$ cat src/include/fib_macros.svh
// Size constants for the NDN FIB packet format and valid-bit table
// Include in any package, RTL or testbench file that needs the sizes
`ifndef FIB_MACROS_SVH
`define FIB_MACROS_SVH

// Prefix bytes on the wire after the metadata byte
`define FIB_PREFIX_BYTES 8

// Content bytes that follow the prefix in a data packet
`define FIB_DATA_BYTES 32

// Hash width, which sets the slots per length row
`define FIB_HASH_BITS 10

// Prefix-length field width, which sets the number of rows
`define FIB_LEN_BITS 6

// Metadata bit that marks an interest packet
`define FIB_INTEREST_BIT 6

`endif

$ cat src/hw/ndn_pkg.sv
// Packet-format types of the NDN wire protocol
// Shared by the ingress parser, the lookup engine and the testbench
`include "fib_macros.svh"

package ndn_pkg;

    // One byte of the SPI or PIT stream
    typedef logic [7:0] byte_t;

    // Metadata byte
    // Bit 6 set for interest, clear for data
    // Bits 5 to 0 carry the prefix length
    typedef logic [7:0] metadata_t;

    // Name prefix, most significant byte first on the wire
    typedef logic [8*`FIB_PREFIX_BYTES-1:0] prefix_t;

    // Data packet payload
    typedef logic [8*`FIB_DATA_BYTES-1:0] content_t;

endpackage

$ cat src/hw/fib_pkg.sv
// Valid-bit table types and the prefix hash
// The lookup, the ingress learner and the reference model all hash through here
`include "fib_macros.svh"

package fib_pkg;

    // Row index, one row per prefix length
    typedef logic [`FIB_LEN_BITS-1:0] prefix_len_t;

    // Slot index within a row
    typedef logic [`FIB_HASH_BITS-1:0] hash_t;

    // Slices needed to cover the whole prefix
    localparam int HASH_SLICES = ($bits(ndn_pkg::prefix_t) + `FIB_HASH_BITS - 1) / `FIB_HASH_BITS;

    // Fold hash
    // Zero-extend the prefix, then XOR all hash-wide slices together
    function automatic hash_t prefix_hash(input ndn_pkg::prefix_t prefix);
        logic [HASH_SLICES*`FIB_HASH_BITS-1:0] ext;
        hash_t folded;
        ext = '0;
        ext[$bits(ndn_pkg::prefix_t)-1:0] = prefix;
        folded = '0;
        for (int s = 0; s < HASH_SLICES; s++) begin
            folded = folded ^ ext[s*`FIB_HASH_BITS +: `FIB_HASH_BITS];
        end
        return folded;
    endfunction

endpackage

$ cat src/hw/fib_table_arbiter.sv
// Arbiter for the single valid-table port
// Writer has fixed priority; each grant is a registered one-cycle pulse
// Table strobe, row and slot are registered with the grant
module fib_table_arbiter (
    input  logic                 clk,
    input  logic                 rst,
    input  logic                 write_req,
    input  fib_pkg::prefix_len_t write_len,
    input  fib_pkg::hash_t       write_hash,
    input  logic                 read_req,
    input  fib_pkg::prefix_len_t read_len,
    input  fib_pkg::hash_t       read_hash,
    output logic                 write_grant,
    output logic                 read_grant,
    output logic                 table_access,
    output logic                 table_write,
    output fib_pkg::prefix_len_t table_len,
    output fib_pkg::hash_t       table_hash
);

    logic grant_w_next;
    logic grant_r_next;

    // Requests are still held during their grant cycle
    // so a peer that holds a grant now is not granted again
    assign grant_w_next = write_req && !write_grant;
    // Reader only wins when the writer is not about to be granted
    assign grant_r_next = read_req && !read_grant && !grant_w_next;

    always_ff @(posedge clk or posedge rst) begin
        if (rst) begin
            write_grant  <= 1'b0;
            read_grant   <= 1'b0;
            table_access <= 1'b0;
            table_write  <= 1'b0;
        end else begin
            write_grant  <= grant_w_next;
            read_grant   <= grant_r_next;
            table_access <= grant_w_next || grant_r_next;
            table_write  <= grant_w_next;
        end
    end

    // Address of the winner, only looked at while table_access is high
    always_ff @(posedge clk) begin
        table_len  <= grant_w_next ? write_len : read_len;
        table_hash <= grant_w_next ? write_hash : read_hash;
    end

endmodule

$ cat config.mk
export PLATFORM = sky130hd
export DESIGN_NAME = fib_table_arbiter
export DESIGN_NICKNAME = d
export VERILOG_FILES = /design/src/hw/ndn_pkg.sv /design/src/hw/fib_pkg.sv /design/src/hw/fib_table_arbiter.sv
export VERILOG_INCLUDE_DIRS = /design/src /design/src/include
export SDC_FILE = /design/constraint.sdc
export NUM_CORES = 1
export LEC_CHECK = 0
export ABC_AREA = 1
export BUFFER_PORTS_ARGS = -buffer_cell sky130_fd_sc_hd__buf_2
export CORE_MARGIN = 2
export CORE_UTILIZATION = 35
export DETAILED_ROUTE_END_ITERATION = 10
export MAX_ROUTING_LAYER = met4
export PLACE_DENSITY = 0.74
export SYNTH_ARGS = -nofsm -noshare
export SYNTH_HDL_FRONTEND = slang
export SYNTH_SLANG_ARGS = --single-unit
$ cat constraint.sdc
create_clock -name clk -period 1.4 [get_ports clk]
set_input_delay 0.28 -clock clk [delete_from_list [all_inputs] [get_ports clk]]
set_output_delay 0.28 -clock clk [all_outputs]
set_load 0.01 [all_outputs]
==> results.sh <==
export IMPL_outcome="complete, no violations"
export IMPL_cp_arrival_ns=0.87
export IMPL_die_w_um=49.06
export IMPL_clockBufferDepth=2
export IMPL_portBuffers=55
export IMPL_relSlewSlack_pct=75.99
export IMPL_synth_seq_cells=19
export IMPL_drive_above_1_share_pct=45.93
export IMPL_start_util_pct=36.60
export IMPL_maxCapViolCount=0
export IMPL_tritoncts="yes"
export IMPL_grt_max_degree=19
export IMPL_drv_slew=0
export IMPL_grt_pass1_vias=637
export IMPL_ys_flop_type="dfxtp_1"
export IMPL_synth_common_cells="nand2_1 (33), dfxtp_1 (16), nand3_1 (15)"
export IMPL_endpoint_kind="primary output"
export IMPL_whs_ns=0.1697
export IMPL_period_share_pct=82.49
export IMPL_powerDensity_nw_per_um2=1087
export IMPL_antenna_found_initial=0
export IMPL_yosysTopAreaCell="dfxtp_1"
export IMPL_grt_pass1_wl_um=2622
export IMPL_drc=0
export IMPL_max_freq_mhz=865.9
export IMPL_clkTransAtPathRegs_ns=0.10
export IMPL_critPathBufInv=1
export IMPL_die_area_um2=2407
export IMPL_slowest_delay_ns=0.43
export IMPL_grt_usage_pct=14.75
export IMPL_min_period_ns=1.155
export IMPL_gp_congestion=0.6283
export IMPL_grt_ovfl_total=0
export IMPL_wl_per_cell_um=9.840
export IMPL_hp_class="in2reg"
export IMPL_first_iter_violations=8
export IMPL_wirelength_um=1594
export IMPL_r2r_cells=4
export IMPL_postSynthAreaPerCell_um2=8.884
export IMPL_syn_area_um2=710.7
export IMPL_avgViaCountPerCell=4.488
export IMPL_synth_sequential_area_ratio_pct=55.63
export IMPL_worst_pin_slew_ns=0.3602
export IMPL_boundaryPins=56
export IMPL_critical_path_max_fanout=3
export IMPL_hold_depth=3
export IMPL_cts_buffers=3
export IMPL_synth_edf_count=0
export IMPL_synthCells=80
export IMPL_vdd_drop_max_uv=484.2
export IMPL_fin_util_pct=51.35
export IMPL_whs_endpoint="table_len[0]"
export IMPL_cts_sinks=19
export IMPL_clock_latency_ns=0.29
export IMPL_ant_nets=0
export IMPL_regToRegStartpoint="table_write"
export IMPL_crit_slowest_cell="dfrtp_1"
export IMPL_ys_warn_count=0
export IMPL_critPathTopFamily="flip-flops"
export IMPL_netlist_cell_type_count=14
export IMPL_timing_rr_end="read_grant"
export IMPL_hpwl_um=1267
export IMPL_fp_dieH_um=49.06
export IMPL_fin_setup_tns_ns=0
export IMPL_coreArea_um2=1942
export IMPL_rsz0062_at_grt="false"
export IMPL_layout_nets=172
export IMPL_crit_type="reg2out"
export IMPL_via_count=727
export IMPL_netlist_top_cells_area="dfxtp_1 (45%), nand2_1 (17%), dfrtp_1 (11%)"
export IMPL_skew_ns=0.0006603
export IMPL_synth_async_reset_ratio_pct=15.79
export IMPL_required_ns=1.12
export IMPL_setup_viol_count_final=0
export IMPL_h_tree_depth=1
export IMPL_register_area_um2=395.4
export IMPL_synth_fp_nets=116
export IMPL_syn_to_final_growth_pct=40.32
export IMPL_start_kind="register"
export IMPL_layout_cells_non_filler=162
export IMPL_dp_cells=157
export IMPL_hp_start="read_len[0]"
export IMPL_multi_input_area_um2=239.0
export IMPL_p_leak_nw=0.5828
export IMPL_fillers=215
export IMPL_cts_root_buffer="clkbuf_4"
export IMPL_n_antenna_cell=0
export IMPL_rrSetupSlack_ns=0.42
export IMPL_final_hold_viol_count=0
export IMPL_dr_pass1_iters=4
export IMPL_rows=16
export IMPL_yosysMostFrequentCell="nand2_1"
export IMPL_crit_chain="buf_2"
export IMPL_synth_top_area_share_pct=45.07
stage by stage:
step / cell area [µm²] / setup slack [ns] / total power, W
floorplan: 710.7 / 0.4444 / 0.0007374
global placement: 960.9 / 0.4312 / 0.0008234
detailed placement: 960.9 / 0.3901 / 0.0008298
CTS: 997.2 / 0.2264 / 0.001108
global route: 997.2 / 0.1970 / 0.001164
finish: 997.2 / 0.2451 / 0.001084
sequential cells by signal (all words and copies together) (netlist names):
signal / count
table_access: 1
table_hash: 10
table_len: 6
table_write: 1
read_grant: 1
final cells by class:
| cell class | count | share of cell area (%) |
|---|---|---|
| clock buffers | 4 | 2.635 |
| inverters | 4 | 1.757 |
| multi-input cells | 52 | 23.96 |
| flip-flops and latches | 19 | 39.65 |
| well taps | 27 | 3.388 |
| repair buffers | 56 | 28.61 |
worst reg2reg max path, stage by stage, from the launching register on:
cell	delay [ns]
dfrtp_1	0.43
inv_4	0.19
nand2_8	0.13
inv_1	0.10
nor2_1	0.04
routing by layer:
metal	GRT usage, %	routed length, µm
met2	21.85	685
met4	8.571	26
met5	-	0
met1	17.37	708
met3	4.908	174
cells by family (layout without fill, tap and decap cells):
| logic type | count (synthesis) | after routing | synth area share [%] |
|---|---|---|---|
| flops | 19 | 19 | 55.63 |
| buf+inv | 9 | 64 | 10.74 |
| simple gates | 52 | 52 | 33.63 |
placed cells by master, fill, tap and decap left out, drive strengths merged:
cell         netlist  routed
dlygate4sd3        0       1
nand3             16      16
nor2               1       1
clkbuf             1       4
dfrtp              3       3
nand2             35      35
inv                4       4
buf                4      55
dfxtp             16      16
how the worst max path moves through the flow:
stage,end,slack (ns),cells past startpoint,from
6_report,table_write,0.25,1,table_write
4_1_cts,table_write,0.23,1,table_write
3_3_place_gp,read_grant,0.43,4,write_req
5_1_grt,table_write,0.20,1,table_write
3_5_place_dp,read_grant,0.39,4,write_req
2_1_floorplan,table_hash[0],0.44,5,table_write
power by group:
group | leakage [nW] | internal (W) | switching, W | total, W
clock network | 0.0150 | 0.000111 | 0.000156 | 0.000267
logic | 0.396 | 0.0000972 | 0.000115 | 0.000213
registers | 0.171 | 0.000591 | 0.0000128 | 0.000604
timing repair:
item | CTS | global route
resized for setup | 0 | 0
hold buffers | 1 | 0
setup buffers | 0 | 0
hold endpoints to repair | 3 | 0
(Power assumes the default switching activity.)
