<file path="config.mk">
export PLATFORM = sky130hd
export DESIGN_NAME = prefix_lookup
export DESIGN_NICKNAME = d
export VERILOG_FILES = /design/src/hw/ndn_pkg.sv /design/src/hw/fib_pkg.sv /design/src/hw/byte_serializer.sv /design/src/hw/prefix_lookup.sv
export VERILOG_INCLUDE_DIRS = /design/src /design/src/include
export SDC_FILE = /design/constraint.sdc
export NUM_CORES = 1
export LEC_CHECK = 0
export BUFFER_PORTS_ARGS = -buffer_cell sky130_fd_sc_hd__buf_2
export CORE_AREA = 5 5 197 199
export DETAILED_ROUTE_END_ITERATION = 10
export DIE_AREA = 0 0 202 204
export PLACE_DENSITY = 0.46
export SKIP_LAST_GASP = 1
export SLEW_MARGIN = 20
export SYNTH_ARGS = -nofsm -noshare
export SYNTH_HDL_FRONTEND = slang
export SYNTH_HIERARCHICAL = 1
export SYNTH_SLANG_ARGS = --single-unit
</file>
<file path="constraint.sdc">
create_clock -name clk -period 16.2 [get_ports clk]
set_clock_uncertainty 0.2 [all_clocks]
set_input_delay 3.24 -clock clk [delete_from_list [all_inputs] [get_ports clk]]
set_output_delay 3.24 -clock clk [all_outputs]
set_load 0.03 [all_outputs]
</file>
<file path="src/include/fib_macros.svh">
// Size constants for the NDN FIB packet format and valid-bit table
// Include in any package, RTL or testbench file that needs the sizes
`ifndef FIB_MACROS_SVH
`define FIB_MACROS_SVH

// Prefix bytes on the wire after the metadata byte
`define FIB_PREFIX_BYTES 8

// Content bytes that follow the prefix in a data packet
`define FIB_DATA_BYTES 32

// Hash width, which sets the slots per length row
`define FIB_HASH_BITS 10

// Prefix-length field width, which sets the number of rows
`define FIB_LEN_BITS 6

// Metadata bit that marks an interest packet
`define FIB_INTEREST_BIT 6

`endif

</file>
<file path="src/hw/ndn_pkg.sv">
// Packet-format types of the NDN wire protocol
// Shared by the ingress parser, the lookup engine and the testbench
`include "fib_macros.svh"

package ndn_pkg;

    // One byte of the SPI or PIT stream
    typedef logic [7:0] byte_t;

    // Metadata byte
    // Bit 6 set for interest, clear for data
    // Bits 5 to 0 carry the prefix length
    typedef logic [7:0] metadata_t;

    // Name prefix, most significant byte first on the wire
    typedef logic [8*`FIB_PREFIX_BYTES-1:0] prefix_t;

    // Data packet payload
    typedef logic [8*`FIB_DATA_BYTES-1:0] content_t;

endpackage

</file>
<file path="src/hw/fib_pkg.sv">
// Valid-bit table types and the prefix hash
// The lookup, the ingress learner and the reference model all hash through here
`include "fib_macros.svh"

package fib_pkg;

    // Row index, one row per prefix length
    typedef logic [`FIB_LEN_BITS-1:0] prefix_len_t;

    // Slot index within a row
    typedef logic [`FIB_HASH_BITS-1:0] hash_t;

    // Slices needed to cover the whole prefix
    localparam int HASH_SLICES = ($bits(ndn_pkg::prefix_t) + `FIB_HASH_BITS - 1) / `FIB_HASH_BITS;

    // Fold hash
    // Zero-extend the prefix, then XOR all hash-wide slices together
    function automatic hash_t prefix_hash(input ndn_pkg::prefix_t prefix);
        logic [HASH_SLICES*`FIB_HASH_BITS-1:0] ext;
        hash_t folded;
        ext = '0;
        ext[$bits(ndn_pkg::prefix_t)-1:0] = prefix;
        folded = '0;
        for (int s = 0; s < HASH_SLICES; s++) begin
            folded = folded ^ ext[s*`FIB_HASH_BITS +: `FIB_HASH_BITS];
        end
        return folded;
    endfunction

endpackage

</file>
<file path="src/hw/byte_serializer.sv">
// Byte serializer for any packed payload type
// Pulse load with the payload; bytes follow MSB first, one per cycle
module byte_serializer #(
    parameter type payload_t = logic [63:0]
) (
    input  logic           clk,
    input  logic           rst,
    input  logic           load,
    input  payload_t       payload,
    output ndn_pkg::byte_t byte_out,
    output logic           busy
);

    // Byte count follows from the payload width
    localparam int NBYTES = $bits(payload_t) / 8;
    localparam int CNT_W  = $clog2(NBYTES + 1);

    payload_t         shift_q;
    logic [CNT_W-1:0] remain_q;

    always_ff @(posedge clk or posedge rst) begin
        if (rst) begin
            shift_q  <= '0;
            remain_q <= '0;
        end else if (load) begin
            // First byte shows on the cycle after load
            shift_q  <= payload;
            remain_q <= CNT_W'(NBYTES);
        end else if (remain_q != '0) begin
            // Zeros shift in, so the line idles at 0
            shift_q  <= shift_q << 8;
            remain_q <= remain_q - 1'b1;
        end
    end

    // Top byte is always the one on the wire
    assign byte_out = shift_q[$bits(payload_t)-1 -: 8];
    assign busy     = (remain_q != '0);

endmodule

</file>
<file path="src/hw/prefix_lookup.sv">
// Longest-prefix lookup for outgoing interests
// Start with fib_out_bit; the result frame follows the fib_to_spi_data_flag pulse
// Frame is metadata, total prefix, then the prefix as found
`include "fib_macros.svh"

module prefix_lookup (
    input  logic                 clk,
    input  logic                 rst,
    input  logic                 fib_out_bit,
    input  ndn_pkg::prefix_t     pit_in_prefix,
    input  ndn_pkg::metadata_t   pit_in_metadata,
    input  logic                 read_grant,
    input  logic                 hit,
    output logic                 read_req,
    output fib_pkg::prefix_len_t read_len,
    output fib_pkg::hash_t       read_hash,
    output logic                 fib_to_spi_data_flag,
    output ndn_pkg::byte_t       data_fib_to_spi
);

    import ndn_pkg::*;
    import fib_pkg::*;

    localparam int CNT_W = $clog2(`FIB_PREFIX_BYTES);

    typedef enum logic [2:0] {
        L_IDLE, L_HASH, L_REQ, L_CHECK, L_FLAG, L_META, L_TOTAL, L_FOUND
    } state_t;

    state_t           state;
    logic [CNT_W-1:0] byte_cnt;
    prefix_t          prefix_q;
    prefix_t          total_q;
    metadata_t        meta_q;
    prefix_len_t      len_q;
    hash_t            hash_q;
    logic             search_done;
    logic             ser_load;
    byte_t            ser_byte;
    logic             ser_busy;

    // Hit valid in L_CHECK, one cycle after the read grant
    assign search_done = hit || (len_q == '0);

    always_ff @(posedge clk or posedge rst) begin
        if (rst) begin
            state    <= L_IDLE;
            byte_cnt <= '0;
        end else begin
            case (state)
                L_IDLE:  if (fib_out_bit) state <= L_HASH;
                L_HASH:  state <= L_REQ;
                L_REQ:   if (read_grant) state <= L_CHECK;
                L_CHECK: state <= search_done ? L_FLAG : L_HASH;
                L_FLAG:  state <= L_META;
                L_META: begin
                    byte_cnt <= CNT_W'(`FIB_PREFIX_BYTES - 1);
                    state    <= L_TOTAL;
                end
                L_TOTAL: begin
                    byte_cnt <= byte_cnt - 1'b1;
                    if (byte_cnt == '0) state <= L_FOUND;
                end
                L_FOUND: if (!ser_busy) state <= L_IDLE;
                default: state <= L_IDLE;
            endcase
        end
    end

    // Search registers
    always_ff @(posedge clk) begin
        case (state)
            L_IDLE: begin
                if (fib_out_bit) begin
                    prefix_q <= pit_in_prefix;
                    total_q  <= pit_in_prefix;
                    meta_q   <= pit_in_metadata;
                    len_q    <= pit_in_metadata[`FIB_LEN_BITS-1:0];
                end
            end
            L_HASH: hash_q <= prefix_hash(prefix_q);
            L_CHECK: begin
                // On a miss drop bit L and try one length shorter
                if (!search_done) begin
                    prefix_q[len_q] <= 1'b0;
                    len_q           <= len_q - 1'b1;
                end
            end
            default: ;
        endcase
    end

    assign read_req  = (state == L_REQ);
    assign read_len  = len_q;
    assign read_hash = hash_q;

    // Serializer loaded twice with total prefix then found prefix back to back
    assign ser_load = (state == L_META) || (state == L_TOTAL && byte_cnt == '0);

    byte_serializer #(
        .payload_t(prefix_t)
    ) u_prefix_out (
        .clk     (clk),
        .rst     (rst),
        .load    (ser_load),
        .payload ((state == L_META) ? total_q : prefix_q),
        .byte_out(ser_byte),
        .busy    (ser_busy)
    );

    assign fib_to_spi_data_flag = (state == L_FLAG);
    // Metadata goes out directly, prefixes through the serializer
    assign data_fib_to_spi      = (state == L_META) ? meta_q : ser_byte;

endmodule

</file>
==> flow_summary.json <==
{
  "outcome": "completed",
  "synth_area_leaders": "edfxtp_1 42%, dfrtp_1 17%, mux2_2 6.9%, o21ai_0 6.5%, a21oi_1 5.3%",
  "synth.distinct_cells": 44,
  "min_period_ns": 5.73,
  "coreArea_sq_mm": 0.0370,
  "finalMaxSlewViolations": 0,
  "cts_made_buffers": 27,
  "setup_tns_ns": 0,
  "cp-end-kind": "output port",
  "ir_drop_v": 0.0000744,
  "antenna_found_initial": 3,
  "crit_slowest_cell": "dfrtp_1",
  "drive_gt1_share_pct": 21.8,
  "cts_tree": "yes",
  "worst-setup-path-type": "reg -> out",
  "cts_hold_buf": 0,
  "fin_hold_ws_ns": 0.321,
  "synth_cells": 963,
  "yosys.area.top_type": "edfxtp_1",
  "synth_seq_area_share_pct": 59.0,
  "area_growth_pct": 15.2,
  "total_power_mw": 2.18,
  "avgViaCountPerCell": 4.89,
  "cpPeakStageDelay_ns": 0.61,
  "hp-class": "reg -> reg",
  "worst_slew_pin_slew_ns": 1.05,
  "fin_area_sq_mm": 0.0125,
  "wl_um": 32300,
  "cp_max_fo": 17,
  "finalCritPeriodShare_pct": 35.4,
  "diodes": 0,
  "syn_area_sq_mm": 0.0109,
  "die_y_um": 204,
  "synth_edf_count": 152,
  "ctsResizeCount": 0,
  "dr.pass1.iters": 4,
  "drtIter0Drc": 556,
  "dpl.hpwl_um": 20600,
  "ys_ff_latch": 226,
  "fillers": 3739,
  "cts_root_buf": "clkbuf_16",
  "cts_sinks": 226,
  "grtUsageTotal_pct": 15.2,
  "die_w_um": 202,
  "num_io_pins": 103,
  "setup_slack_ns": 10.47,
  "required_ns": 12.76,
  "arrival_ns": 2.29,
  "ant_nets": 0,
  "hold_viol": 0,
  "cts_setup_buffers": 0,
  "first_global_vias": 7421,
  "max_clock_freq_ghz": 0.175,
  "clkSlewWorstSetupHoldPaths_ns": 0.06,
  "dpl_cell_area_sq_mm": 0.0117,
  "start_kind": "flip-flop",
  "wire_per_inst_um": 21.2,
  "dieArea_sq_mm": 0.0412,
  "synth-main-ff-cell": "edfxtp_1",
  "grt_overflow": 0,
  "crit_chain": "nor2b_1, nand2_4, mux2_1, buf_2",
  "cts_max_level": 1,
  "grt_max_degree": 89,
  "grt_pass1_wl_um": 48200,
  "gp_congestion": 0.771,
  "setup_viol": 0,
  "power.leakage_nw": 4.70,
  "syn-num-nets": 1045,
  "dp_cells": 1475,
  "cts_buffer_depth": 3,
  "nets": 1112,
  "drc": 0,
  "clock_latency_ns": 0.53,
  "place_ws_ns": 10.99,
  "rows": 71,
  "ys_warn_count": 6,
  "drv_cap": 0,
  "synth_top_area_share_pct": 42.0,
  "rsz0062_at_grt": "no",
  "io_buffers": 102,
  "synth.avg_cell_area_sq_um": 11.3,
  "relSlewSlack_pct": 29.8,
  "p_per_area_mw_per_mm2": 174,
  "vias": 7448,
  "utilization_pct": 33.8,
  "fin_cells": 1523,
  "initial_utilization_pct": 29.4,
  "synthArstFlopShare_pct": 32.7
}
==> registers in the layout, summed over array words and instances (netlist names) <==
name                   flops
prefix_q                  64
total_q                   64
u_prefix_out/shift_q      64
read_hash                 10
meta_q                     8
read_len                   6
u_prefix_out/remain_q      4
byte_cnt                   3
state                      3
==> power by group <==
part           switching, mW  internal, mW
logic                  0.437         0.264
clock network          0.234         0.352
registers              0.102         0.789
==> per-layer routing <==
metal | global-route usage, % | up-vias | routed length, um
met4 | 3.49 | 4 | 731
met5 | 0 | - | 20
li1 | - | 3526 | -
met2 | 23.9 | 140 | 14800
met1 | 22.4 | 3735 | 15500
met3 | 2.19 | 43 | 1210
==> worst max-delay path, delay by kind of cell (launching register included) <==
kind,cells,cell delay (ns)
buffers and inverters,1,0.18
flip-flops,1,0.61
multiplexers,1,0.39
AND/OR/NAND/NOR,2,0.58
==> cells by family after synthesis <==
| group | Yosys count | synth area share (%) |
|---|---|---|
| compound gates | 273 | 13.0 |
| xor+xnor | 58 | 4.67 |
| fa+ha+maj | 5 | 0.575 |
| buf+inv | 83 | 4.15 |
| flops | 226 | 59.0 |
| mux | 73 | 7.56 |
| simple gates | 245 | 11.0 |
==> layout by cell type, fill, tap and decap left out, drive strengths merged, types with 2 or more instances in the layout <==
cell type / netlist / final
a21oi: 116 / 116
buf: 46 / 112
bufinv: 0 / 2
clkbuf: 28 / 41
clkinv: 0 / 4
dfrtp: 74 / 74
edfxtp: 152 / 152
ha: 5 / 5
inv: 9 / 10
mux2: 73 / 73
nand2: 144 / 144
nand2b: 4 / 4
nand3: 2 / 2
nand3b: 9 / 9
nor2: 7 / 7
nor2b: 60 / 60
nor3: 2 / 2
nor3b: 4 / 4
o21a: 3 / 3
o21ai: 142 / 142
o21bai: 2 / 2
or3: 3 / 3
or3b: 6 / 6
xnor2: 43 / 43
xor2: 15 / 15
==> cell type report <==
type / count / area, sq um / share of cell area, %
clock buffers: 41 / 758 / 6.06
clock inverters: 7 / 86.3 / 0.689
inverters: 9 / 33.8 / 0.270
multi-input cells: 654 / 4040 / 32.3
flip-flops and latches: 226 / 6420 / 51.2
well taps: 474 / 593 / 4.74
repair buffers: 112 / 593 / 4.74
==> final timing paths <==
kind | to | slack (ns) | cells past startpoint | start
worst max-delay path | data_fib_to_spi[6] | 10.47 | 4 | state[0]
worst min-delay path | u_prefix_out/shift_q[37] | 0.32 | 2 | u_prefix_out/shift_q[29]
worst max register to register | u_prefix_out/shift_q[63] | 13.03 | 5 | state[1]
worst min register to register | u_prefix_out/shift_q[37] | 0.32 | 2 | u_prefix_out/shift_q[29]
max in group asynchronous | u_prefix_out/shift_q[46] | 12.57 | 3 | rst
min in group asynchronous | byte_cnt[2] | 2.45 | 2 | rst
==> cells in the mapped netlist, types with 2 or more instances <==
| master | instances |
|---|---|
| buf_1 | 2 |
| mux2_2 | 67 |
| nand2b_1 | 4 |
| or3_1 | 3 |
| nor2b_1 | 60 |
| nand3b_1 | 9 |
| nand2_1 | 143 |
| nor3_1 | 2 |
| clkbuf_1 | 28 |
| buf_2 | 22 |
| nor2_1 | 7 |
| buf_4 | 14 |
| o21a_1 | 3 |
| or3b_2 | 6 |
| buf_6 | 8 |
| dfrtp_1 | 74 |
| o21ai_0 | 142 |
| edfxtp_1 | 152 |
| ha_1 | 5 |
| xor2_1 | 15 |
| nor3b_1 | 3 |
| o21bai_1 | 2 |
| inv_1 | 8 |
| a21oi_1 | 116 |
| mux2_1 | 6 |
| xnor2_1 | 43 |
| nand3_1 | 2 |
Power figures use the tool's default switching activity.
