**src/include/fib_macros.svh**
```systemverilog
// Size constants for the NDN FIB packet format and valid-bit table
// Include in any package, RTL or testbench file that needs the sizes
`ifndef FIB_MACROS_SVH
`define FIB_MACROS_SVH

// Prefix bytes on the wire after the metadata byte
`define FIB_PREFIX_BYTES 8

// Content bytes that follow the prefix in a data packet
`define FIB_DATA_BYTES 32

// Hash width, which sets the slots per length row
`define FIB_HASH_BITS 10

// Prefix-length field width, which sets the number of rows
`define FIB_LEN_BITS 6

// Metadata bit that marks an interest packet
`define FIB_INTEREST_BIT 6

`endif

```
**src/hw/ndn_pkg.sv**
```systemverilog
// Packet-format types of the NDN wire protocol
// Shared by the ingress parser, the lookup engine and the testbench
`include "fib_macros.svh"

package ndn_pkg;

    // One byte of the SPI or PIT stream
    typedef logic [7:0] byte_t;

    // Metadata byte
    // Bit 6 set for interest, clear for data
    // Bits 5 to 0 carry the prefix length
    typedef logic [7:0] metadata_t;

    // Name prefix, most significant byte first on the wire
    typedef logic [8*`FIB_PREFIX_BYTES-1:0] prefix_t;

    // Data packet payload
    typedef logic [8*`FIB_DATA_BYTES-1:0] content_t;

endpackage

```
**src/hw/fib_pkg.sv**
```systemverilog
// Valid-bit table types and the prefix hash
// The lookup, the ingress learner and the reference model all hash through here
`include "fib_macros.svh"

package fib_pkg;

    // Row index, one row per prefix length
    typedef logic [`FIB_LEN_BITS-1:0] prefix_len_t;

    // Slot index within a row
    typedef logic [`FIB_HASH_BITS-1:0] hash_t;

    // Slices needed to cover the whole prefix
    localparam int HASH_SLICES = ($bits(ndn_pkg::prefix_t) + `FIB_HASH_BITS - 1) / `FIB_HASH_BITS;

    // Fold hash
    // Zero-extend the prefix, then XOR all hash-wide slices together
    function automatic hash_t prefix_hash(input ndn_pkg::prefix_t prefix);
        logic [HASH_SLICES*`FIB_HASH_BITS-1:0] ext;
        hash_t folded;
        ext = '0;
        ext[$bits(ndn_pkg::prefix_t)-1:0] = prefix;
        folded = '0;
        for (int s = 0; s < HASH_SLICES; s++) begin
            folded = folded ^ ext[s*`FIB_HASH_BITS +: `FIB_HASH_BITS];
        end
        return folded;
    endfunction

endpackage

```
**src/hw/byte_serializer.sv**
```systemverilog
// Byte serializer for any packed payload type
// Pulse load with the payload; bytes follow MSB first, one per cycle
module byte_serializer #(
    parameter type payload_t = logic [63:0]
) (
    input  logic           clk,
    input  logic           rst,
    input  logic           load,
    input  payload_t       payload,
    output ndn_pkg::byte_t byte_out,
    output logic           busy
);

    // Byte count follows from the payload width
    localparam int NBYTES = $bits(payload_t) / 8;
    localparam int CNT_W  = $clog2(NBYTES + 1);

    payload_t         shift_q;
    logic [CNT_W-1:0] remain_q;

    always_ff @(posedge clk or posedge rst) begin
        if (rst) begin
            shift_q  <= '0;
            remain_q <= '0;
        end else if (load) begin
            // First byte shows on the cycle after load
            shift_q  <= payload;
            remain_q <= CNT_W'(NBYTES);
        end else if (remain_q != '0) begin
            // Zeros shift in, so the line idles at 0
            shift_q  <= shift_q << 8;
            remain_q <= remain_q - 1'b1;
        end
    end

    // Top byte is always the one on the wire
    assign byte_out = shift_q[$bits(payload_t)-1 -: 8];
    assign busy     = (remain_q != '0);

endmodule

```
**src/hw/packet_ingress.sv**
```systemverilog
// Receive side of the FIB
// Parses SPI packets, announces each prefix to the PIT, relays accepted data
// and learns every prefix into the valid table
`include "fib_macros.svh"

module packet_ingress (
    input  logic                 clk,
    input  logic                 rst,
    input  logic                 rx_valid,
    input  ndn_pkg::byte_t       data_spi_to_fib,
    input  logic                 rejected,
    input  logic                 start_send_to_pit,
    input  logic                 write_grant,
    output ndn_pkg::prefix_t     pit_out_prefix,
    output ndn_pkg::metadata_t   pit_out_metadata,
    output logic                 prefix_ready,
    output ndn_pkg::byte_t       data_fib_to_pit,
    output logic                 write_req,
    output fib_pkg::prefix_len_t write_len,
    output fib_pkg::hash_t       write_hash
);

    import ndn_pkg::*;
    import fib_pkg::*;

    localparam int CNT_W = $clog2(`FIB_DATA_BYTES);

    typedef enum logic [2:0] {
        I_IDLE, I_META, I_PREFIX, I_DATA, I_RESP, I_RELAY, I_WRITE
    } state_t;

    state_t           state;
    logic [CNT_W-1:0] byte_cnt;
    metadata_t        meta_q;
    prefix_t          prefix_sr;
    prefix_t          prefix_next;
    content_t         content_sr;
    logic             is_interest;
    logic             announce;
    logic             relay_load;
    logic             relay_busy;

    assign is_interest = meta_q[`FIB_INTEREST_BIT];
    // Prefix including the byte on the line right now
    assign prefix_next = {prefix_sr[$bits(prefix_t)-9:0], data_spi_to_fib};

    // Last byte of the packet is on the line
    assign announce = (state == I_PREFIX && byte_cnt == '0 && is_interest) ||
                      (state == I_DATA && byte_cnt == '0);

    // Rejected wins if the PIT raises both
    assign relay_load = (state == I_RESP) && !rejected && start_send_to_pit;

    always_ff @(posedge clk or posedge rst) begin
        if (rst) begin
            state            <= I_IDLE;
            byte_cnt         <= '0;
            prefix_ready     <= 1'b0;
            pit_out_prefix   <= '0;
            pit_out_metadata <= '0;
        end else begin
            prefix_ready <= announce;
            if (announce) begin
                // Held until the next packet is announced
                pit_out_prefix   <= (state == I_DATA) ? prefix_sr : prefix_next;
                pit_out_metadata <= meta_q;
            end
            case (state)
                I_IDLE: if (rx_valid) state <= I_META;
                I_META: begin
                    byte_cnt <= CNT_W'(`FIB_PREFIX_BYTES - 1);
                    state    <= I_PREFIX;
                end
                I_PREFIX: begin
                    byte_cnt <= byte_cnt - 1'b1;
                    if (byte_cnt == '0) begin
                        if (is_interest) begin
                            state <= I_WRITE;
                        end else begin
                            byte_cnt <= CNT_W'(`FIB_DATA_BYTES - 1);
                            state    <= I_DATA;
                        end
                    end
                end
                I_DATA: begin
                    byte_cnt <= byte_cnt - 1'b1;
                    if (byte_cnt == '0) state <= I_RESP;
                end
                // PIT may take any number of cycles to answer
                I_RESP: begin
                    if (rejected) state <= I_WRITE;
                    else if (start_send_to_pit) state <= I_RELAY;
                end
                I_RELAY: if (!relay_busy) state <= I_WRITE;
                I_WRITE: if (write_grant) state <= I_IDLE;
                default: state <= I_IDLE;
            endcase
        end
    end

    // Packet fields, shifted in MSB first
    always_ff @(posedge clk) begin
        case (state)
            I_META:   meta_q <= data_spi_to_fib;
            I_PREFIX: prefix_sr <= prefix_next;
            I_DATA:   content_sr <= {content_sr[$bits(content_t)-9:0], data_spi_to_fib};
            default:  ;
        endcase
    end

    byte_serializer #(
        .payload_t(content_t)
    ) u_content_out (
        .clk     (clk),
        .rst     (rst),
        .load    (relay_load),
        .payload (content_sr),
        .byte_out(data_fib_to_pit),
        .busy    (relay_busy)
    );

    // Learn the announced prefix at its own length
    assign write_req  = (state == I_WRITE);
    assign write_len  = pit_out_metadata[`FIB_LEN_BITS-1:0];
    assign write_hash = prefix_hash(pit_out_prefix);

endmodule

```
**config.mk**
```make
export PLATFORM = sky130hd
export DESIGN_NAME = packet_ingress
export DESIGN_NICKNAME = d
export VERILOG_FILES = /design/src/hw/ndn_pkg.sv /design/src/hw/fib_pkg.sv /design/src/hw/byte_serializer.sv /design/src/hw/packet_ingress.sv
export VERILOG_INCLUDE_DIRS = /design/src /design/src/include
export SDC_FILE = /design/constraint.sdc
export NUM_CORES = 1
export LEC_CHECK = 0
export CORE_MARGIN = 1.5
export CORE_UTILIZATION = 57
export CTS_CLUSTER_SIZE = 24
export DETAILED_ROUTE_END_ITERATION = 10
export DONT_BUFFER_PORTS = 1
export GPL_TIMING_DRIVEN = 0
export PLACE_DENSITY = 0.73
export SLEW_MARGIN = 30
export SYNTH_ARGS = -nofsm -noshare
export SYNTH_HDL_FRONTEND = slang
export SYNTH_HIERARCHICAL = 1
export SYNTH_SLANG_ARGS = --single-unit
```
**constraint.sdc**
```tcl
create_clock -name clk -period 7.4 [get_ports clk]
set_input_delay 0 -clock clk [delete_from_list [all_inputs] [get_ports clk]]
set_output_delay 0 -clock clk [all_outputs]
set_load 0.05 [all_outputs]
```
==> reports/qor.txt, run 1 <==
Largest delay share family, worst path: buffers and inverters
Clock Path Buffers: 3
Signal arrival time at the worst endpoint: 3.89 ns
Final worst path period need: 3.37 ns
Clk pin slew, worst setup/hold paths: 0.07 ns
Crit end category: register
Avg WL per Cell: 21.2 µm
Vias/cell: 6.12
Final hold vios: 0
DR iter-0 viols: 1560
CP endpoint: u_content_out/shift_q[12]
Pwr Total: 14.6 mW
Yosys reg bits: 671
P_leak: 12.2 nW
Worst R2R Path Depth: 8
Total CTS buffers: 68
Initial Utilization: 0.577
Pre-CTS setup slack: 4.05 ns
WS Path Type: reg2reg
CP peak stage delay: 0.71 ns
First-pass GRT wire length: 102000 µm
CTS HTree Levels: 3
Post-Syn Area: 27600 µm²
Final setup margin: 4.03 ns
Internal: 8.64 mW
FF-to-FF Start: state[1]
Top Layer Used: met4
Fin nets: 2352
Pwr dens: 469 nW/µm²
Stages on worst setup path: 8
Num rows: 80
Fin util: 0.652
Iteration count of the initial detailed-routing pass: 6
Final WL: 63600 µm
R2r endpoint: u_content_out/shift_q[12]
Initial antenna violation count: 0
Metal3 WL: 3360 µm
Clock Power Share: 0.234
Critical Path RT: 7.93 ns
Worst VDD drop: 0.551 mV
Setup tns final: 0 ns
Max FO, Critical Path: 10
Area Overhead vs Synth: 12.8%
TritonCTS clock tree: built
Unrepaired setup endpoints after global routing: no
Post-synth ARST share: 0.511
Via count: 18400
Most frequent CP cell: clkbuf_1
Clk_skew: 0.0223 ns
Share of Yosys cell area claimed by the top area cell type: 0.357
Core area: 47700 µm²
Synth unique cells: 43
Total GRT Usage: 0.259
I/O pins: 112
Setup violators final: 0
Die area: 49700 µm²
Die width: 223 µm
Top cells by area, synth: edfxtp_1, dfrtp_1, a21oi_1
Period utilization: 0.455
Cell Chain, Critical Path: clkbuf_1 -> or4b_2 -> nor2_1 -> clkbuf_1 -> clkbuf_1 -> clkbuf_1 -> a31oi_1 -> a21oi_1
DRC: 0
DR WL met2: 29900 µm
Final Max Tran Viols: 0
Vias in the first global route: 18100
DP HPWL: 41700 µm
P_sw: 5.95 mW
Share of cells above drive strength 1: 0.101
Sw frac: 0.408
Post-route ant nets: 0
Placed insts: 2863
Ys Warns: 6
Top_reg_cell synth: dfrtp_1
Largest net degree at the start of global routing: 89
GP Congestion: 0.857
Crit path from: state[1]
# resized after CTS: 0
Mapped Cells: 2238
Clock root buffer master: clkbuf_16
Part of the power in combinational logic: 0.281
# Post-CTS Setup Buffers: 0
Kind of start point of the critical path: register
Flop2flop setup slack: 4.03 ns
Outcome: finished clean
Max-cap violations: 0
Sequential share of power: 0.485
Avg Inst Size Synth: 12.3 µm²
Slew headroom: 0.356
Hold Path Class: in2reg
Worst Max-Slew Pin Slew: 0.963 ns
Die Span Y: 223 µm
WL met1: 28900 µm
Post-synth EDFFs: 328
Crit path buffers/inverters: 4
Grt ovf: 0
Clock sinks: 671
Cell with the largest stage delay on the worst path: or4b_2
Clk_lat worst skew: 0.61 ns
Hold buffer count at CTS: 17
Input/output buffers: 0
Leading area contributor after synthesis: edfxtp_1
Syn_nets: 2255
Sequential area share after synthesis: 0.669
Max Freq: 297 MHz
Finished Layout Cells: 3007
stage by stage:
stage                     instance area [µm²]  hold slack (ns)
final                                   31100            0.168
after global routing                    31100            0.160
after CTS                               31100            0.145
after detailed placement                28700           -0.214
after global placement                  28300           0.0992
after floorplan                         27600           0.0989
layout by cell type (no fill, tap or decap), types with 3 or more instances in the layout:
cell type and n:
nor3_1 6, clkbuf_16 71, a21oi_1 319, inv_6 6
nand2b_1 4, mux2i_1 64, nand3_1 9, xnor2_1 30
buf_6 28, clkinv_1 7, mux2_2 8, inv_1 7
edfxtp_1 328, o21ai_1 188, buf_4 25, o21ai_0 76
nor2b_1 250, ha_1 3, xor2_1 14, nor2_1 78
buf_2 38, buf_1 3, buf_16 9, clkbuf_1 125
xnor2_2 10, clkbuf_8 8, clkinv_2 19, a31oi_1 248
dfrtp_1 343, bufinv_16 4, nand2_1 17, dlygate4sd3_1 17
sequential cells by signal, summed over array words and instances (netlist names):
register / count
pit_out_prefix: 64
state: 3
prefix_ready: 1
pit_out_metadata: 8
u_content_out/remain_q: 6
byte_cnt: 5
prefix_sr: 64
u_content_out/shift_q: 256
content_sr: 256
meta_q: 8
worst reg2reg max path, delay by kind of cell (launching register included):
kind,cells,cell delay [ns]
buffers and inverters,4,1.75
DFF,1,0.38
AOI/OAI and AO/OA,2,0.31
and+or+nand+nor,2,0.85
area by class of cell:
class,count,area [µm²]
antenna,1,2.50
clock buffer,89,1920
inverter,10,57.6
multi-input combinational,1347,8030
tap,615,769
clock inverter,37,309
buffer,210,1150
timing repair buffer,27,433
sequential,671,18400
fill,3476,16600
worst min-delay path by stage:
stage / end / start / cells after the start / slack, ns
global placement: meta_q[2] / data_spi_to_fib[2] / 0 / 0.1
CTS: prefix_sr[7] / data_spi_to_fib[7] / 1 / 0.15
finish: content_sr[7] / data_spi_to_fib[7] / 1 / 0.17
detailed placement: pit_out_metadata[0] / rst / 1 / -0.21
floorplan: content_sr[0] / data_spi_to_fib[0] / 0 / 0.1
global route: prefix_sr[7] / data_spi_to_fib[7] / 1 / 0.16
synthesized netlist by cell type (all sizes together) (2+ instances only):
cell type,number
mux2,8
nor2,79
mux2i,64
buf,95
o221ai,2
nand3,9
nand2b,4
clkbuf,115
o21ai,264
inv,10
xnor2,40
o31ai,3
ha,3
xor2,14
nand2,17
nor3,9
a21oi,319
or4b,2
a31oi,248
edfxtp,328
dfrtp,343
nor2b,250
power groups by stage:
stage          Combinational (mW)  Sequential (mW)  Clock [mW]
6_report                     4.11             7.07        3.42
5_1_grt                      4.39             7.19        3.61
4_1_cts                      4.09             7.07        3.48
3_5_place_dp                 4.05             7.10           0
3_3_place_gp                 3.69             7.20           0
2_1_floorplan                3.03             6.87           0
cell families (layout without fill, tap and decap cells):
family	after synthesis	count (layout)	share of synthesized area
compound gates	842	842	0.166
xor+xnor	54	54	0.0172
fa+ha+maj	3	3	0.00136
buf+inv	220	373	0.0431
flops	671	671	0.669
mux	72	72	0.0265
other cells	0	1	0
simple gates	376	376	0.0773
metal layers:
layer  vias to the layer above  track usage
li1                       8382            -
met1                      9350        0.379
met2                       570        0.403
met3                       106       0.0462
met4                         0       0.0718
met5                         -            0
Note: power is estimated with default switching activity, not from simulation.
==> run 2, diff against run 1 <==
--- a/config.mk
+++ b/config.mk
@@ -7,12 +7,12 @@
 export NUM_CORES = 1
 export LEC_CHECK = 0
 export CORE_MARGIN = 1.5
-export CORE_UTILIZATION = 57
+export CORE_UTILIZATION = 63
 export CTS_CLUSTER_SIZE = 24
 export DETAILED_ROUTE_END_ITERATION = 10
 export DONT_BUFFER_PORTS = 1
 export GPL_TIMING_DRIVEN = 0
-export PLACE_DENSITY = 0.73
+export PLACE_DENSITY = 0.77
 export SLEW_MARGIN = 30
 export SYNTH_ARGS = -nofsm -noshare
 export SYNTH_HDL_FRONTEND = slang
==> constraint.sdc (replaced) <==
create_clock -name clk -period 3.5 [get_ports clk]
set_input_delay 0 -clock clk [delete_from_list [all_inputs] [get_ports clk]]
set_output_delay 0 -clock clk [all_outputs]
set_load 0.05 [all_outputs]
==> run 2 against run 1 <==
Final cell count is 0.43% lower. Via count rose by 1.4%. First-iteration DRC count is 21% higher. Clock skew up 0.0059 ns. Critical path depth stayed put. Wire length is 0.43% lower. Design area up 0.43%. Power rose by 110%. Non-clock buffer count increased by 14. Die area down 9.4%. Maximum frequency increased by 1.3%. Critical path type unchanged. Critical endpoint is now u_content_out/shift_q[36]. Largest cell class unchanged. Largest power group unchanged.
==> reports/qor.txt, run 2 (synthesized netlist as in run 1, its figures left out) <==
Pre-CTS setup slack: 0.278 ns (-3.77 ns)
Max-cap violations: 0 (unchanged)
Total GRT Usage: 0.287 (+0.0283)
Clock Path Buffers: 3 (unchanged)
# Post-CTS Setup Buffers: 0 (unchanged)
Finished Layout Cells: 2994 (-0.43%)
Final hold vios: 0 (unchanged)
Vias/cell: 6.23 (+1.8%)
Max FO, Critical Path: 10 (unchanged)
Input/output buffers: 0 (unchanged)
CP peak stage delay: 0.69 ns (-0.02 ns)
Signal arrival time at the worst endpoint: 3.80 ns (-0.09 ns)
Fin nets: 2365 (+0.55%)
Final setup margin: 0.176 ns (-3.86 ns)
Clk_lat worst skew: 0.61 ns (about the same)
Most frequent CP cell: clkbuf_1
Share of cells above drive strength 1: 0.101 (+0.000371)
WHS: 0.175 ns (+0.00690 ns)
Post-route ant nets: 0 (unchanged)
Vias in the first global route: 18700 (+3.1%)
Avg WL per Cell: 21.2 µm (about the same)
DRC: 0 (unchanged)
TritonCTS clock tree: built
HP Start: data_spi_to_fib[6]
Via count: 18700 (+1.4%)
Iteration count of the initial detailed-routing pass: 6 (unchanged)
Core area: 43200 µm² (-9.6%)
Crit end category: register
Placed insts: 2847 (-0.56%)
Area of the multi-input gates: 8040 µm² (+0.19%)
Total CTS buffers: 67 (-1.5%)
Die area: 45000 µm² (-9.4%)
Final Max Tran Viols: 0 (unchanged)
Worst Max-Slew Pin Slew: 0.944 ns (-0.0188 ns)
Setup violators final: 0 (unchanged)
Pwr dens: 984 nW/µm² (+110%)
Slew headroom: 0.368 (+0.0126)
Fillers: 2813 (-19%)
Largest registers: content_sr (256), u_content_out/shift_q (256)
Kind of start point of the critical path: register
Crit path buffers/inverters: 4 (unchanged)
Worst VDD drop: 1.18 mV (+110%)
GP Congestion: 0.830 (-3.2%)
Max Freq: 301 MHz (+1.3%)
Outcome: finished clean
Most frequent cells in the layout: dfrtp_1, edfxtp_1, a21oi_1, nor2b_1, a31oi_1
Grt ovf: 0 (unchanged)
P_leak: 12.3 nW (+0.32%)
Cell with the largest stage delay on the worst path: or4b_2
Die width: 212 µm (-4.8%)
Initial antenna violation count: 9 (+9)
Setup tns final: 0 ns (unchanged)
WS Path Type: reg2reg
Largest net degree at the start of global routing: 43 (-52%)
Area after DPL: 29000 µm² (+0.95%)
DP HPWL: 42300 µm (+1.4%)
Crit path from: state[1]
Num rows: 76 (-5.0%)
Final instance area: 31200 µm² (+0.43%)
Unrepaired setup endpoints after global routing: no
CTS HTree Levels: 3 (unchanged)
Final worst path period need: 3.32 ns (-0.0425 ns)
Clock root buffer master: clkbuf_16
Die Span Y: 212 µm (-4.8%)
Area Overhead vs Synth: 13.3%
Largest delay share family, worst path: buffers and inverters
Commonest non-fill, non-tap cell in the layout: dfrtp_1
FF-to-FF Start: state[1]
Hold Path Class: in2reg
First-pass GRT wire length: 101000 µm (-0.68%)
Clk_skew: 0.0281 ns (+0.00586 ns)
I/O pins: 112 (unchanged)
Critical Path RT: 3.98 ns (-3.95 ns)
DR iter-0 viols: 1880 (+21%)
Register Area: 18400 µm² (unchanged)
Cell Chain, Critical Path: clkbuf_1 -> or4b_2 -> nor2_1 -> clkbuf_1 -> clkbuf_1 -> clkbuf_1 -> nor2b_1 -> a21oi_1
Clk pin slew, worst setup/hold paths: 0.06 ns (about the same)
Period utilization: 0.950 (+0.495)
Initial Utilization: 0.639 (+0.0612)
Clock sinks: 671 (unchanged)
Final WL: 63300 µm (-0.43%)
## run 2: cell types whose count changed in the layout (fill, tap and decap cells not counted), moves of 3 or more
cell | previous run | this run
bufinv_16 | 4 | 1
clkbuf_1 | 125 | 136
buf_12 | 0 | 17
diode_2 | 1 | 7
clkinvlp_4 | 1 | 4
clkinv_2 | 19 | 10
## run 2: power breakdown
group | switching (mW) | internal (mW) | total, mW
Sequential | 3.39 | 11.5 | 14.9
Clock | 2.94 | 3.84 | 6.78
Combinational | 6.30 | 2.75 | 9.05
## run 2: routing by layer
| metal | track usage | wire (µm) | vias to the layer above |
|---|---|---|---|
| met5 | 0 | 31 | - |
| met4 | 0.0828 | 1360 | 4 |
| li1 | - | - | 8415 |
| met1 | 0.396 | 26600 | 9386 |
| met2 | 0.457 | 30600 | 736 |
| met3 | 0.0708 | 4780 | 119 |
## run 2: final cells by class
type,count,area share
inverter,10,0.00160
tap,585,0.0234
timing repair buffer,41,0.0231
sequential,671,0.590
clock buffer,97,0.0602
buffer,210,0.0377
multi-input combinational,1347,0.257
antenna,7,0.000561
clock inverter,26,0.00589
## run 2: path summary, 6_finish.rpt
| path | cells past startpoint | slack, ns | endpoint |
|---|---|---|---|
| hold reg to reg | 0 | 0.44 | content_sr[162] |
| max in group asynchronous | 7 | 1.78 | u_content_out/shift_q[145] |
| setup reg to reg | 8 | 0.18 | u_content_out/shift_q[36] |
| min in group asynchronous | 3 | 0.56 | u_content_out/shift_q[255] |
| hold / removal | 1 | 0.18 | prefix_sr[6] |
| setup / recovery | 8 | 0.18 | u_content_out/shift_q[36] |
## run 2: stage by stage
step | utilization | total power [mW]
2_1_floorplan | - | 20.7
3_3_place_gp | 0.657 | 22.3
3_5_place_dp | 0.671 | 23.9
4_1_cts | 0.723 | 30.7
5_1_grt | 0.724 | 32.0
6_report | 0.724 | 30.7
## run 2: what timing repair did
action | 4_1_cts | 5_1_grt
endpoints found under the hold margin | 198 | 0
endpoints found under the setup margin | 0 | 1
hold buffers | 17 | 0
gates resized for setup | 0 | 2
==> run 3, diff against run 2 <==
==> constraint.sdc (replaced) <==
create_clock -name clk -period 3.15 [get_ports clk]
set_input_delay 0 -clock clk [delete_from_list [all_inputs] [get_ports clk]]
set_output_delay 0 -clock clk [all_outputs]
set_load 0.05 [all_outputs]
==> run 3 against run 2 <==
Power up 11%. First-iteration DRC count up 1.1%. Maximum frequency up 14%. Worst setup slack better by 0.047 ns. Clock power up 11%. Sequential cell count unchanged. Die area unchanged. Hold slack better by 0.0017 ns. Utilization about the same. Largest cell class unchanged. Largest power group unchanged. Highest routed layer unchanged.
==> reports/qor.txt, run 3 (synthesized netlist as in run 1, its figures left out) <==
TritonCTS clock tree: built
Num rows: 76 (unchanged)
Die Span Y: 212 µm (unchanged)
FF-to-FF Start: state[1]
Die width: 212 µm (unchanged)
Final worst path period need: 2.93 ns (-0.397 ns)
Area Overhead vs Synth: 13.3% (about the same)
Initial antenna violation count: 9 (unchanged)
Most frequent cells in the layout: dfrtp_1, edfxtp_1, a21oi_1, nor2b_1, a31oi_1
HP Start: data_spi_to_fib[6]
Max FO, Critical Path: 10 (unchanged)
Final hold vios: 0 (unchanged)
Placed insts: 2847 (unchanged)
Final WL: 63200 µm (-0.22%)
First-pass GRT wire length: 101000 µm (about the same)
Critical Path RT: 3.66 ns (-0.32 ns)
CP peak stage delay: 0.69 ns (about the same)
Worst Max-Slew Pin Slew: 0.952 ns (+0.00743 ns)
Finished Layout Cells: 2993 (-0.033%)
Fillers: 2811 (-0.071%)
Clock root buffer master: clkbuf_16
Crit path from: state[1]
WHS: 0.177 ns (+0.00167 ns)
Clk pin slew, worst setup/hold paths: 0.06 ns (about the same)
Vias/cell: 6.25 (+0.35%)
Clk_lat worst skew: 0.61 ns (about the same)
Clock Path Buffers: 3 (unchanged)
Final Max Tran Viols: 0 (unchanged)
DR iter-0 viols: 1900 (+1.1%)
Register Area: 18400 µm² (unchanged)
GP Congestion: 0.830 (unchanged)
Cell Chain, Critical Path: clkbuf_1 -> or4b_2 -> nor2_1 -> clkbuf_2 -> clkbuf_1 -> clkbuf_1 -> nand2_1 -> o21ai_0
Fin nets: 2364 (-0.042%)
Crit end category: register
DP HPWL: 42300 µm (unchanged)
Largest net degree at the start of global routing: 43 (unchanged)
Area of the multi-input gates: 8040 µm² (unchanged)
Outcome: finished clean
Period utilization: 0.929 (-0.0204)
Signal arrival time at the worst endpoint: 3.44 ns (-0.36 ns)
Worst VDD drop: 1.31 mV (+11%)
Vias in the first global route: 18700 (+0.032%)
Grt ovf: 0 (unchanged)
Pre-CTS setup slack: -0.0718 ns (-0.350 ns)
Slew headroom: 0.363 (-0.00497)
Die area: 45000 µm² (unchanged)
Share of cells above drive strength 1: 0.104 (+0.00254)
Hold Path Class: in2reg
Setup violators final: 0 (unchanged)
I/O pins: 112 (unchanged)
Pwr dens: 1090 nW/µm² (+11%)
Avg WL per Cell: 21.1 µm (-0.19%)
Input/output buffers: 0 (unchanged)
# Post-CTS Setup Buffers: 0 (unchanged)
Clock sinks: 671 (unchanged)
WS Path Type: reg2reg
Total GRT Usage: 0.287 (about the same)
Largest registers: content_sr (256), u_content_out/shift_q (256)
CTS HTree Levels: 3 (unchanged)
Via count: 18700 (+0.32%)
Post-route ant nets: 0 (unchanged)
Unrepaired setup endpoints after global routing: no
Commonest non-fill, non-tap cell in the layout: dfrtp_1
Core area: 43200 µm² (unchanged)
Clk_skew: 0.0259 ns (-0.00224 ns)
Final setup margin: 0.223 ns (+0.0466 ns)
Iteration count of the initial detailed-routing pass: 8 (+2)
Fin util: 0.724 (about the same)
Total CTS buffers: 67 (unchanged)
Cell with the largest stage delay on the worst path: or4b_2
P_leak: 12.3 nW (+0.15%)
Max-cap violations: 0 (unchanged)
Max Freq: 342 MHz (+14%)
Most frequent CP cell: clkbuf_1
Initial Utilization: 0.639 (unchanged)
Kind of start point of the critical path: register
DRC: 0 (unchanged)
[run 3: cell count changes in the layout (fill, tap and decap cells not counted), sizes merged]
cell         delta
dlygate4sd3     -1
[run 3: final timing paths]
kind	to	slack, ns	cells after the start
worst max-delay path	u_content_out/shift_q[2]	0.22	8
worst max register to register	u_content_out/shift_q[2]	0.22	8
max in group asynchronous	u_content_out/shift_q[145]	1.43	7
worst min-delay path	prefix_sr[6]	0.18	1
min in group asynchronous	u_content_out/shift_q[255]	0.56	3
worst min register to register	content_sr[162]	0.44	0
[run 3: timing repair]
action,in CTS,in global routing
resized for setup,3,8
hold buffers,16,0
endpoints found under the setup margin,67,210
endpoints found under the hold margin,198,0
[run 3: worst max-delay path, delay by kind of cell (launching register included)]
kind / cells / cell delay, ns
buffers and inverters: 4 / 1.35
AND/OR/NAND/NOR: 3 / 0.93
flip-flops: 1 / 0.41
AO/OA/AOI/OAI: 1 / 0.13
[run 3: area by class of cell]
cell class,instances,area share
clock buffers,97,0.0602
flip-flops and latches,671,0.590
diodes,7,0.000561
inverters,10,0.00160
clock inverters,26,0.00589
plain buffers,210,0.0380
repair buffers,40,0.0228
multi-input cells,1347,0.257
well taps,585,0.0234
[run 3: report_power, final]
part           leakage, nW  switching (mW)  internal, mW
Combinational         3.59            6.99          3.05
Sequential            7.71            3.77          12.8
Clock                 1.01            3.26          4.26
Total                 12.3            14.0          20.1
[run 3: stage by stage]
stage	TNS (ns)	power, mW	area (µm²)
finish	0	34.1	31200
CTS	0	34.1	31200
global route	0	35.5	31200
detailed placement	-0.938	26.5	29000
floorplan	-619.37	22.8	27600
global placement	-1550.76	24.3	28300
[run 3: per-layer routing]
metal,vias up,track usage,part of all wire
li1,8417,-,-
met1,9411,0.395,0.42
met2,764,0.457,0.48
met3,123,0.0715,0.075
met4,4,0.0837,0.021
met5,-,0,0.00049
